**config.mk**
```make
export PLATFORM = sky130hd
export DESIGN_NAME = vending_machine
export DESIGN_NICKNAME = d
export VERILOG_FILES = /design/src/vend_pkg.sv /design/src/change_dispenser.sv /design/src/coin_accumulator.sv /design/src/selection_decoder.sv /design/src/vend_controller.sv /design/src/vending_machine.sv
export VERILOG_INCLUDE_DIRS = /design/src
export SDC_FILE = /design/constraint.sdc
export NUM_CORES = 1
export LEC_CHECK = 0
export ABC_AREA = 1
export BUFFER_PORTS_ARGS = -buffer_cell sky130_fd_sc_hd__buf_2
export CORE_AREA = 2 2 87 89
export CTS_BUF_LIST = sky130_fd_sc_hd__clkbuf_4
export DETAILED_ROUTE_END_ITERATION = 6
export DIE_AREA = 0 0 89 91
export PLACE_DENSITY = 0.67
export REMOVE_ABC_BUFFERS = 1
export SLEW_MARGIN = 20
export SYNTH_ARGS = -nofsm -noshare
export SYNTH_HDL_FRONTEND = slang
export SYNTH_SLANG_ARGS = --single-unit
```
**constraint.sdc**
```tcl
create_clock -name clock -period 4.5 [get_ports clock]
set_clock_uncertainty 0.05 [all_clocks]
set_input_delay 0.675 -clock clock [delete_from_list [all_inputs] [get_ports clock]]
set_output_delay 0.675 -clock clock [all_outputs]
set_load 0.02 [all_outputs]
```
**src/vend_macros.svh**
```systemverilog
`ifndef VEND_MACROS_SVH
`define VEND_MACROS_SVH

////////////////////
// Money
////////////////////

`define MONEY_W 10                   // Cents, up to 1023

////////////////////
// Slot grid
////////////////////

`define ROWS 4                       // Rows A to D
`define COLS 5                       // Columns 1 to 5

// Price per row in cents
`define PRICE_A (`MONEY_W'(100))
`define PRICE_B (`MONEY_W'(125))
`define PRICE_C (`MONEY_W'(150))
`define PRICE_D (`MONEY_W'(175))

////////////////////
// Coin values
////////////////////

`define COIN_1C   (`MONEY_W'(1))
`define COIN_5C   (`MONEY_W'(5))
`define COIN_10C  (`MONEY_W'(10))
`define COIN_25C  (`MONEY_W'(25))
`define COIN_50C  (`MONEY_W'(50))
`define COIN_100C (`MONEY_W'(100))

`endif

```
**src/vend_pkg.sv**
```systemverilog
`include "vend_macros.svh"

package vend_pkg;

    typedef logic [`MONEY_W-1:0] money_t;     // Amount in cents

    // Code 7 is not a coin
    typedef enum logic [2:0] {
        none   = 3'd0,
        cent1  = 3'd1,
        cent5  = 3'd2,
        cent10 = 3'd3,
        cent25 = 3'd4,
        cent50 = 3'd5,
        dollar = 3'd6
    } coin_t;

    typedef logic [4:0] slot_t;               // 0 is no selection

    typedef struct packed {
        logic [`ROWS-1:0] row;                // One-hot, bit 0 is row A
        logic [`COLS-1:0] col;                // One-hot, bit 0 is column 1
    } keypad_t;

    typedef struct packed {
        logic   valid;
        slot_t  slot;
        money_t price;
    } selection_t;

    typedef enum logic [1:0] {
        collect = 2'd0,
        vend    = 2'd1,
        change  = 2'd2
    } vend_state_t;

    // Value in cents of a coin code
    function automatic money_t coin_value(input coin_t c);
        case (c)
            cent1:   return `COIN_1C;
            cent5:   return `COIN_5C;
            cent10:  return `COIN_10C;
            cent25:  return `COIN_25C;
            cent50:  return `COIN_50C;
            dollar:  return `COIN_100C;
            default: return '0;               // none and code 7
        endcase
    endfunction

endpackage

```
**src/change_dispenser.sv**
```systemverilog
`timescale 1ns/100ps

module change_dispenser
    import vend_pkg::*;
(
    input  logic   clock,
    input  logic   reset,
    input  logic   change_load,
    input  money_t change_amount,
    output coin_t  coin_to_return,
    output money_t remaining,
    output logic   change_done
);

    money_t remaining_q;
    coin_t  coin_next;

    ////////////////////
    // Greedy coin pick
    ////////////////////

    // Largest coin that still fits
    always_comb begin
        if (remaining_q >= coin_value(dollar)) begin
            coin_next = dollar;
        end else if (remaining_q >= coin_value(cent50)) begin
            coin_next = cent50;
        end else if (remaining_q >= coin_value(cent25)) begin
            coin_next = cent25;
        end else if (remaining_q >= coin_value(cent10)) begin
            coin_next = cent10;
        end else if (remaining_q >= coin_value(cent5)) begin
            coin_next = cent5;
        end else if (remaining_q != '0) begin
            coin_next = cent1;
        end else begin
            coin_next = none;                 // Nothing owed
        end
    end

    ////////////////////
    // Remaining amount
    ////////////////////

    always_ff @(posedge clock or posedge reset) begin
        if (reset) begin
            remaining_q <= '0;
        end else if (change_load) begin
            remaining_q <= change_amount;
        end else if (remaining_q != '0) begin
            remaining_q <= remaining_q - coin_value(coin_next);   // One coin per cycle
        end
    end

    assign coin_to_return = coin_next;
    assign remaining      = remaining_q;
    assign change_done    = (remaining_q == '0);

endmodule

```
**src/coin_accumulator.sv**
```systemverilog
`timescale 1ns/100ps

module coin_accumulator
    import vend_pkg::*;
(
    input  logic   clock,
    input  logic   reset,
    input  coin_t  coin,
    input  logic   count_enable,
    input  logic   credit_clear,
    output money_t credit
);

    money_t coin_cents;
    money_t credit_q;

    ////////////////////
    // Coin decode
    ////////////////////

    // Invalid code maps to zero
    always_comb begin
        coin_cents = coin_value(coin);
    end

    ////////////////////
    // Credit register
    ////////////////////

    always_ff @(posedge clock or posedge reset) begin
        if (reset) begin
            credit_q <= '0;
        end else if (credit_clear) begin
            credit_q <= '0;                   // Clear wins over a coin
        end else if (count_enable) begin
            credit_q <= credit_q + coin_cents;
        end
    end

    assign credit = credit_q;

endmodule

```
**src/selection_decoder.sv**
```systemverilog
`timescale 1ns/100ps
`include "vend_macros.svh"

module selection_decoder
    import vend_pkg::*;
(
    input  keypad_t    keypad,
    output selection_t selection
);

    localparam int IDX_W = $clog2(`COLS);

    logic [IDX_W-1:0] row_idx;
    logic [IDX_W-1:0] col_idx;
    logic             any_row;
    logic             any_col;
    money_t           row_price;

    // Index of the lowest set bit, lowest wins
    function automatic logic [IDX_W-1:0] lowest_index(input logic [`COLS-1:0] bits);
        logic [IDX_W-1:0] idx;
        idx = '0;
        for (int i = `COLS - 1; i >= 0; i--) begin
            if (bits[i]) begin
                idx = IDX_W'(i);
            end
        end
        return idx;
    endfunction

    ////////////////////
    // Priority encode
    ////////////////////

    assign any_row = |keypad.row;
    assign any_col = |keypad.col;
    assign row_idx = lowest_index(`COLS'(keypad.row));   // Row field is narrower
    assign col_idx = lowest_index(keypad.col);

    ////////////////////
    // Row price
    ////////////////////

    always_comb begin
        case (row_idx)
            IDX_W'(0): row_price = `PRICE_A;
            IDX_W'(1): row_price = `PRICE_B;
            IDX_W'(2): row_price = `PRICE_C;
            default:   row_price = `PRICE_D;
        endcase
    end

    // A1 is slot 1, D5 is slot 20
    always_comb begin
        selection.valid = any_row && any_col;
        selection.slot  = slot_t'(row_idx * `COLS + col_idx + 1);
        selection.price = row_price;
    end

endmodule

```
**src/vend_controller.sv**
```systemverilog
`timescale 1ns/100ps

module vend_controller
    import vend_pkg::*;
(
    input  logic       clock,
    input  logic       reset,
    input  selection_t selection,
    input  money_t     credit,
    input  logic       food_dispensed,
    input  logic       change_done,
    input  money_t     remaining,
    output slot_t      food_selection,
    output logic       count_enable,
    output logic       credit_clear,
    output logic       change_load,
    output money_t     change_amount,
    output money_t     credit_display
);

    vend_state_t state_q;
    slot_t       slot_q;
    money_t      price_q;
    logic        accept;
    logic        dropped;

    ////////////////////
    // Decisions
    ////////////////////

    // Enough credit for the pressed slot
    assign accept = (state_q == collect) && selection.valid &&
                    (credit >= selection.price);

    // Sensor saw the item fall
    assign dropped = (state_q == vend) && food_dispensed;

    ////////////////////
    // State machine
    ////////////////////

    always_ff @(posedge clock or posedge reset) begin
        if (reset) begin
            state_q <= collect;
            slot_q  <= '0;
        end else begin
            case (state_q)
                collect: begin
                    if (accept) begin
                        state_q <= vend;
                        slot_q  <= selection.slot;
                    end
                end
                vend: begin
                    if (dropped) begin
                        state_q <= change;
                        slot_q  <= '0;        // Release the slot motor
                    end
                end
                change: begin
                    if (change_done) begin
                        state_q <= collect;
                    end
                end
                default: begin
                    state_q <= collect;
                    slot_q  <= '0;
                end
            endcase
        end
    end

    // Price of the accepted slot
    always_ff @(posedge clock or posedge reset) begin
        if (reset) begin
            price_q <= '0;
        end else if (accept) begin
            price_q <= selection.price;
        end
    end

    ////////////////////
    // Outputs
    ////////////////////

    assign food_selection = slot_q;
    assign count_enable   = (state_q == collect);   // Coins ignored while busy
    assign credit_clear   = dropped;
    assign change_load    = dropped;
    assign change_amount  = credit - price_q;

    // Countdown of change while paying out
    assign credit_display = (state_q == change) ? remaining : credit;

endmodule

```
**src/vending_machine.sv**
```systemverilog
`timescale 1ns/100ps

module vending_machine
    import vend_pkg::*;
(
    input  logic    clock,
    input  logic    reset,
    input  keypad_t keypad,
    input  coin_t   coin,
    input  logic    food_dispensed,
    output slot_t   food_selection,
    output coin_t   coin_to_return,
    output money_t  credit_display
);

    selection_t selection;
    money_t     credit;
    logic       count_enable;
    logic       credit_clear;
    logic       change_load;
    money_t     change_amount;
    money_t     remaining;
    logic       change_done;

    ////////////////////
    // Front end
    ////////////////////

    coin_accumulator coin_accumulator_inst (
        .clock        (clock),
        .reset        (reset),
        .coin         (coin),
        .count_enable (count_enable),
        .credit_clear (credit_clear),
        .credit       (credit)
    );

    selection_decoder selection_decoder_inst (
        .keypad    (keypad),
        .selection (selection)
    );

    ////////////////////
    // Control and payout
    ////////////////////

    vend_controller vend_controller_inst (
        .clock          (clock),
        .reset          (reset),
        .selection      (selection),
        .credit         (credit),
        .food_dispensed (food_dispensed),
        .change_done    (change_done),
        .remaining      (remaining),
        .food_selection (food_selection),
        .count_enable   (count_enable),
        .credit_clear   (credit_clear),
        .change_load    (change_load),
        .change_amount  (change_amount),
        .credit_display (credit_display)
    );

    change_dispenser change_dispenser_inst (
        .clock          (clock),
        .reset          (reset),
        .change_load    (change_load),
        .change_amount  (change_amount),
        .coin_to_return (coin_to_return),
        .remaining      (remaining),
        .change_done    (change_done)
    );

endmodule
```
==> results of run 1 <==
-- synthesized netlist by cell type (2+ instances only) --
cell | count | share of area
nand2_1 | 144 | 0.16
inv_1 | 79 | 0.086
nor2_1 | 46 | 0.050
nand3_1 | 45 | 0.065
ha_1 | 39 | 0.14
dfrtp_1 | 33 | 0.24
a21oi_1 | 31 | 0.045
o21ai_0 | 28 | 0.041
nand4_1 | 11 | 0.020
inv_2 | 7 | 0.0076
o21ai_2 | 6 | 0.015
nor2_2 | 5 | 0.0091
fa_1 | 4 | 0.023
nand2_2 | 4 | 0.0072
nor3_1 | 4 | 0.0058
o21bai_1 | 4 | 0.0087
or2_2 | 4 | 0.0072
xor2_1 | 4 | 0.010
clkbuf_1 | 3 | 0.0033
nand2_4 | 3 | 0.0098
a21oi_2 | 2 | 0.0051
buf_2 | 2 | 0.0029
o211ai_1 | 2 | 0.0043
o21ai_1 | 2 | 0.0029
-- path summary, 6_finish.rpt --
path | endpoint | cells after the start
min | vend_controller_inst.state_q[1] | 3
min in group clock | vend_controller_inst.price_q[2] | 2
max reg2reg | change_dispenser_inst.remaining[4] | 17
max in group asynchronous | coin_accumulator_inst.credit[0] | 3
min reg2reg | vend_controller_inst.price_q[2] | 2
max | change_dispenser_inst.remaining[4] | 17
-- sequential cells by signal, indices dropped and copies added, names as in the netlist --
signal,cells
change_dispenser_inst.remaining,10
coin_accumulator_inst.credit,10
vend_controller_inst.food_selection,5
vend_controller_inst.state_q,2
vend_controller_inst.price_q,6
-- through the flow --
step / utilization / instance area, um2 / instances / total power, mW
after floorplan: - / 3420 / 516 / 2.14
after global placement: 0.521 / 3710 / 648 / 2.59
after detailed placement: 0.521 / 3710 / 648 / 2.63
after CTS: 0.527 / 3760 / 655 / 2.80
after global routing: 0.527 / 3760 / 655 / 3.12
final: 0.527 / 3760 / 655 / 2.79
-- placed cells by master (no fill, tap or decap), drive strengths merged, types with 5 or more instances in the layout --
cell and instances:
inv 86, o21ai 36, ha 39, dfrtp 33, clkbuf 6, nand4 12
nand2 151, nor3 5, a21oi 33, buf 33, nor2 52, nand3 46
-- power groups by stage --
| stage | logic [mW] | registers, mW | clock network (mW) |
|---|---|---|---|
| floorplan | 1.57 | 0.568 | 0 |
| global placement | 1.98 | 0.607 | 0 |
| detailed placement | 2.02 | 0.609 | 0 |
| CTS | 2.03 | 0.604 | 0.166 |
| global route | 2.31 | 0.623 | 0.179 |
| finish | 2.03 | 0.604 | 0.162 |
-- layer usage --
metal  up-vias  global-route usage  wire [um]  part of all wire
met5         -                   0          0                 0
met4         0              0.0697        122             0.015
met3         8              0.0227        161             0.019
met2        43               0.392       4190              0.51
met1      1517               0.283       3800              0.46
li1       1749                   -          -                 -
-- worst reg2reg max path: cells and delay by family (launching register included) --
family	cells	cell delay, ns
flops	1	0.44
buf+inv	2	0.25
simple gates	10	1.20
fa+ha+maj	2	0.65
compound gates	3	0.31
-- area by class of cell --
type	instances	area (um2)	area share
clock buffer	6	45.0	0.0120
clock inverter	1	3.75	0.000997
inverter	86	323	0.0858
multi-input combinational	397	2270	0.604
sequential	33	826	0.219
tap	99	124	0.0329
timing repair buffer	33	168	0.0445
-- cell families after synthesis --
kind of cell               count (synthesis)  share of synthesized area
and+or+nand+nor                          271                      0.348
adders and majority gates                 43                      0.164
AOI/OAI and AO/OA                         77                      0.130
DFF                                       33                      0.239
muxes                                      1                    0.00326
xor gates and xnor gates                   5                     0.0127
buffers and inverters                     92                      0.103
==> summary.md, run 1 <==
| Metric | Value |
|---|---|
| Status | complete, no violations |
| RSZ-0062 raised after global routing | no |
| Mean post-synth cell area | 6.62 um2 |
| Largest fanout on the critical path | 4 |
| CTS tree | built |
| CTS HTree Levels | 2 |
| Clock power frac | 0.058 |
| Core footprint | ~7000 um2 |
| First-pass GRT wire length | ~14000 um |
| Final wirelength | approximately 8300 um |
| Setup CP Type | reg2reg |
| WL per Instance | between 10 and 15 um |
| EDFF count, synth | 0 |
| Ordered cell list for the critical path | inv_1 -> nand2_1 -> nor2_1 -> nand2_2 -> nor2_1 -> o21ai_1 -> nand2_1 -> nand3_1 -> a21oi_2 -> ha_1 -> inv_1 -> fa_1 -> nand3_1 -> nand3_1 -> or2_2 -> nand3_1 -> a21oi_1 |
| Ports | 33 |
| MaxCap Viol Count | 0 |
| Worst-Skew Late Latency | 0.33 ns |
| Startpoint types | flip-flop |
| Max Slew Vio Count | 0 |
| Delay-heaviest family, CP | simple AND/OR/NAND/NOR gates |
| Int Power | between 1 and 1.5 mW |
| Worst path slowest cell | dfrtp_1 |
| Vias/cell | ~5 |
| GPL Wtd Cong | 0.895 |
| Clock-pin transition on the worst setup and hold timing paths | roughly 0.1 ns |
| Rows | 31 |
| Post-route ant nets | 0 |
| CP peak stage delay | between 0.4 and 0.5 ns |
| Detailed Routing Iterations Pass 1 | 4 |
| Sequential area share after synthesis | 0.239 |
| IO buf count | 32 |
| Synth Flop Type | dfrtp_1 |
| Bufs on Longest Clock Path | 2 |
| Number of buffers created by CTS | 5 |
| Nets | slightly above 600 |
| Max Fclk | about 330 MHz |
| Ys Warns | 0 |
| Hold bufs inserted after CTS | 0 |
| FILL cells | approximately 770 |
| CP most frequent cell | nand3_1 |
| Global route total overflow | 0 |
| Pwr per Cell Area | around 740 nW/um2 |
| Buf/Inv on CP | 2 |
| Hpwl dp | roughly 6700 um |
| PostCTS Resize Cnt | 0 |
| Sequential share of power | 0.217 |
| Root buffer cell | clkbuf_4 |
| Net Switching | 1.56 mW |
| Min cycle time layout | between 3 and 4 ns |
| Min-Delay Path Class | in2async |
| Worst vdd ir | about 250 uV |
| Area delta synth->final | 8.91% |
| #FFs+latches synth | 33 |
| Total track usage | 0.223 |
| Final hold violation count | 0 |
| Flop2flop setup slack | approximately 1.5 ns |
| Crit path DAT | around 3.2 ns |
| Initial core utilization | 0.484 |
| Async S/R FF share, synth | 1.00 |
| Synth Cell Area | between 3000 and 4000 um2 |
| P_leak | 2.09 nW |
| Setup TNS | 0 ns |
| Comb power frac | 0.725 |
| Via count | roughly 3300 |
| Crit path from | change_dispenser_inst.remaining[6] |
| Sw Share | 0.560 |
| Worst path required time | between 4 and 5 ns |
| Share of post-route cells with drive strength above 1 | 0.138 |
| Drt drc | 0 |
| Inserted Diodes | 0 |
| Post-placement setup slack | approximately 1.2 ns |
| RR Startpoint | change_dispenser_inst.remaining[6] |
| CP endpoint kind | flip-flop |
| Initial antenna violation count | 0 |
| DR iter-0 viols | around 150 |
| Final worst slack | 1.47 ns |
| Syn Inst Count | ~520 |
| Die area | between 8000 and 9000 um2 |
| Worst hold margin | 0.357 ns |
| Clock Sink Count | 33 |
| Fin crit share | 0.672 |
| Post-CTS setup buffers | 0 |
| Vias in the first global route | between 3000 and 4000 |
| Slew HR | 0.567 |
| Least-Margin Pin Slew | around 0.65 ns |
| Pin count of the biggest net entering global routing | 34 |
| Post-synthesis cell type count | 34 |
| # setup viols final | 0 |
| Die H | roughly 91 um |
| Die width | approximately 89 um |
Power figures use the tool's default switching activity.
==> inputs of run 2 (changes only) <==
Settings changed: PLACE_DENSITY 0.67 to 0.7.
Clock period 4.5 ns to 2.6 ns, I/O delays scaled along.
==> summary.md, run 2 (synthesized netlist as in run 1, its figures left out) <==
| Metric | Value |
|---|---|
| Status | finished with violations |
| Failing checks | negative setup slack |
| Total track usage | 0.241 |
| Delay-heaviest family, CP | simple AND/OR/NAND/NOR gates |
| Min-Delay Path Class | in2async |
| Initial antenna violation count | 0 |
| RSZ-0062 raised after global routing | yes |
| Number of buffers created by CTS | 5 |
| Initial core utilization | 0.484 |
| Buf/Inv on CP | 2 |
| Largest fanout on the critical path | 3 |
| Worst path required time | about 2.8 ns |
| Min cycle time layout | between 2 and 3 ns |
| Layout Utilization | 0.605 |
| Int Power | ~2.7 mW |
| Die width | between 80 and 90 um |
| CP endpoint kind | flip-flop |
| WL per Instance | between 10 and 15 um |
| Max Slew Vio Count | 0 |
| Nets | 665 |
| Slew HR | 0.711 |
| Sequential share of power | 0.185 |
| Final instance area | 4320 um2 |
| Drt drc | 0 |
| Vias in the first global route | 3560 |
| Inserted Diodes | 0 |
| Area delta synth->final | 25.0% |
| Sw Share | 0.531 |
| CTS HTree Levels | 2 |
| Bufs on Longest Clock Path | 2 |
| DR iter-0 viols | about 150 |
| Startpoint types | flip-flop |
| Hold bufs inserted after CTS | 0 |
| Commonest non-fill, non-tap cells in the layout | nand2_1, inv_1, buf_4 |
| Post-route ant nets | 0 |
| Hpwl dp | 7070 um |
| Root buffer cell | clkbuf_4 |
| Die area | 8100 um2 |
| Setup CP Type | reg2reg |
| CTS tree | built |
| Clock power frac | 0.048 |
| Final worst slack | -0.0757 ns |
| Least-Margin Pin Slew | between 0.4 and 0.5 ns |
| Pin count of the biggest net entering global routing | 34 |
| Vias/cell | 5.14 |
| # setup viols final | 3 |
| Final wirelength | approximately 9200 um |
| Global route total overflow | 0 |
| Ordered cell list for the critical path | nor2_4 -> nand4_4 -> a21oi_4 -> nand2_2 -> nand2_4 -> nand2_2 -> a21oi_2 -> ha_2 -> inv_2 -> fa_2 -> buf_6 -> nand4_1 -> nand2_1 -> a21oi_1 -> o21ai_1 -> a21oi_1 |
| Comb power frac | 0.767 |
| Clock-pin transition on the worst setup and hold timing paths | 0.11 ns |
| Pwr per Cell Area | around 1300 nW/um2 |
| Ports | 33 |
| MaxCap Viol Count | 0 |
| Clock Sink Count | 33 |
| Tot Pwr | about 5.7 mW |
| Via count | between 3000 and 4000 |
| Placed inst area | around 4000 um2 |
| Crit path DAT | 2.90 ns |
| P_leak | 2.36 nW |
| Final hold violation count | 0 |
| Worst path slowest cell | dfrtp_2 |
| Rows | 31 |
| Detailed Routing Iterations Pass 1 | 4 |
| Die H | just over 90 um |
| FILL cells | between 700 and 800 |
| Fin crit share | 1.03 |
| Worst vdd ir | 461 uV |
| Max Fclk | 374 MHz |
| Net Switching | around 3.0 mW |
| Most common cell after layout, fill and taps aside | nand2_1 |
| Worst-Skew Late Latency | 0.34 ns |
| Share of post-route cells with drive strength above 1 | 0.265 |
| First-pass GRT wire length | between 15000 and 20000 um |
| IO buf count | 32 |
| GPL Wtd Cong | 0.959 |
| CP peak stage delay | around 0.45 ns |
| Core footprint | approximately 7100 um2 |
-- run 2: cell count changes in the layout (fill, tap and decap cells not counted), moves of 4 or more --
cell / previous run / this run
nor2_4: 1 / 5
buf_4: 1 / 50
inv_2: 7 / 13
nand2_1: 144 / 139
nand3_2: 0 / 6
nand2_2: 4 / 8
nand3_1: 45 / 39
inv_1: 79 / 73
nor2_1: 46 / 42
dfrtp_1: 33 / 28
dfrtp_2: 0 / 5
-- run 2: final timing paths --
| kind | cells past startpoint | endpoint | slack (ns) | startpoint |
|---|---|---|---|---|
| max | 16 | change_dispenser_inst.remaining[6] | -0.08 | change_dispenser_inst.remaining[9] |
| min | 3 | change_dispenser_inst.remaining[3] | 0.08 | reset |
| max reg2reg | 16 | change_dispenser_inst.remaining[6] | -0.08 | change_dispenser_inst.remaining[9] |
| min reg2reg | 2 | vend_controller_inst.price_q[2] | 0.41 | vend_controller_inst.price_q[2] |
| max in group asynchronous | 3 | change_dispenser_inst.remaining[8] | 2.10 | reset |
| min in group clock | 3 | vend_controller_inst.state_q[0] | 0.29 | food_dispensed |
-- run 2: timing repair --
item	4_1_cts	5_1_grt
pin swaps	8	5
endpoints found under the setup margin	8	10
gates resized for setup	17	33
setup buffers	12	5
-- run 2: final cells by class --
class                   count  area (um2)  share of cell area
clock buffers               5        37.5             0.00869
clock inverters             2        11.3             0.00261
inverters                  86         323              0.0747
multi-input cells         397        2430               0.562
flip-flops and latches     33         832               0.193
well taps                  99         124              0.0287
repair buffers             84         564               0.131
-- run 2: worst register-to-register path: stages (launching register included) --
cell	delay, ns
dfrtp_2	0.45
nor2_4	0.18
nand4_4	0.13
a21oi_4	0.17
nand2_2	0.12
nand2_4	0.10
nand2_2	0.05
a21oi_2	0.15
ha_2	0.20
inv_2	0.04
fa_2	0.36
buf_6	0.13
nand4_1	0.08
nand2_1	0.08
a21oi_1	0.13
o21ai_1	0.08
a21oi_1	0.12
-- run 2: routing by layer --
layer,vias up,wire length [um],global-route usage
li1,1859,-,-
met5,-,0,0
met2,83,4670,0.431
met3,28,333,0.0318
met4,0,347,0.0983
met1,1658,3870,0.284
-- run 2: power groups by stage --
stage,clock network [mW],registers (mW),logic (mW)
detailed placement,0,1.05,3.83
finish,0.278,1.06,4.40
floorplan,0,0.982,2.72
global placement,0,1.04,3.76
global route,0.302,1.09,4.97
CTS,0.288,1.05,4.08
-- run 2: stage by stage --
stage | hold slack [ns] | setup slack [ns] | cells | TNS (ns)
after global placement | 0.387 | -0.0578 | 683 | -0.108
after CTS | 0.0799 | -0.00889 | 702 | -0.00889
after global routing | 0.118 | -0.221 | 706 | -1.18
after floorplan | 0.376 | -0.0262 | 516 | -0.0262
after detailed placement | 0.393 | -0.134 | 683 | -0.359
final | 0.0773 | -0.0757 | 706 | -0.168
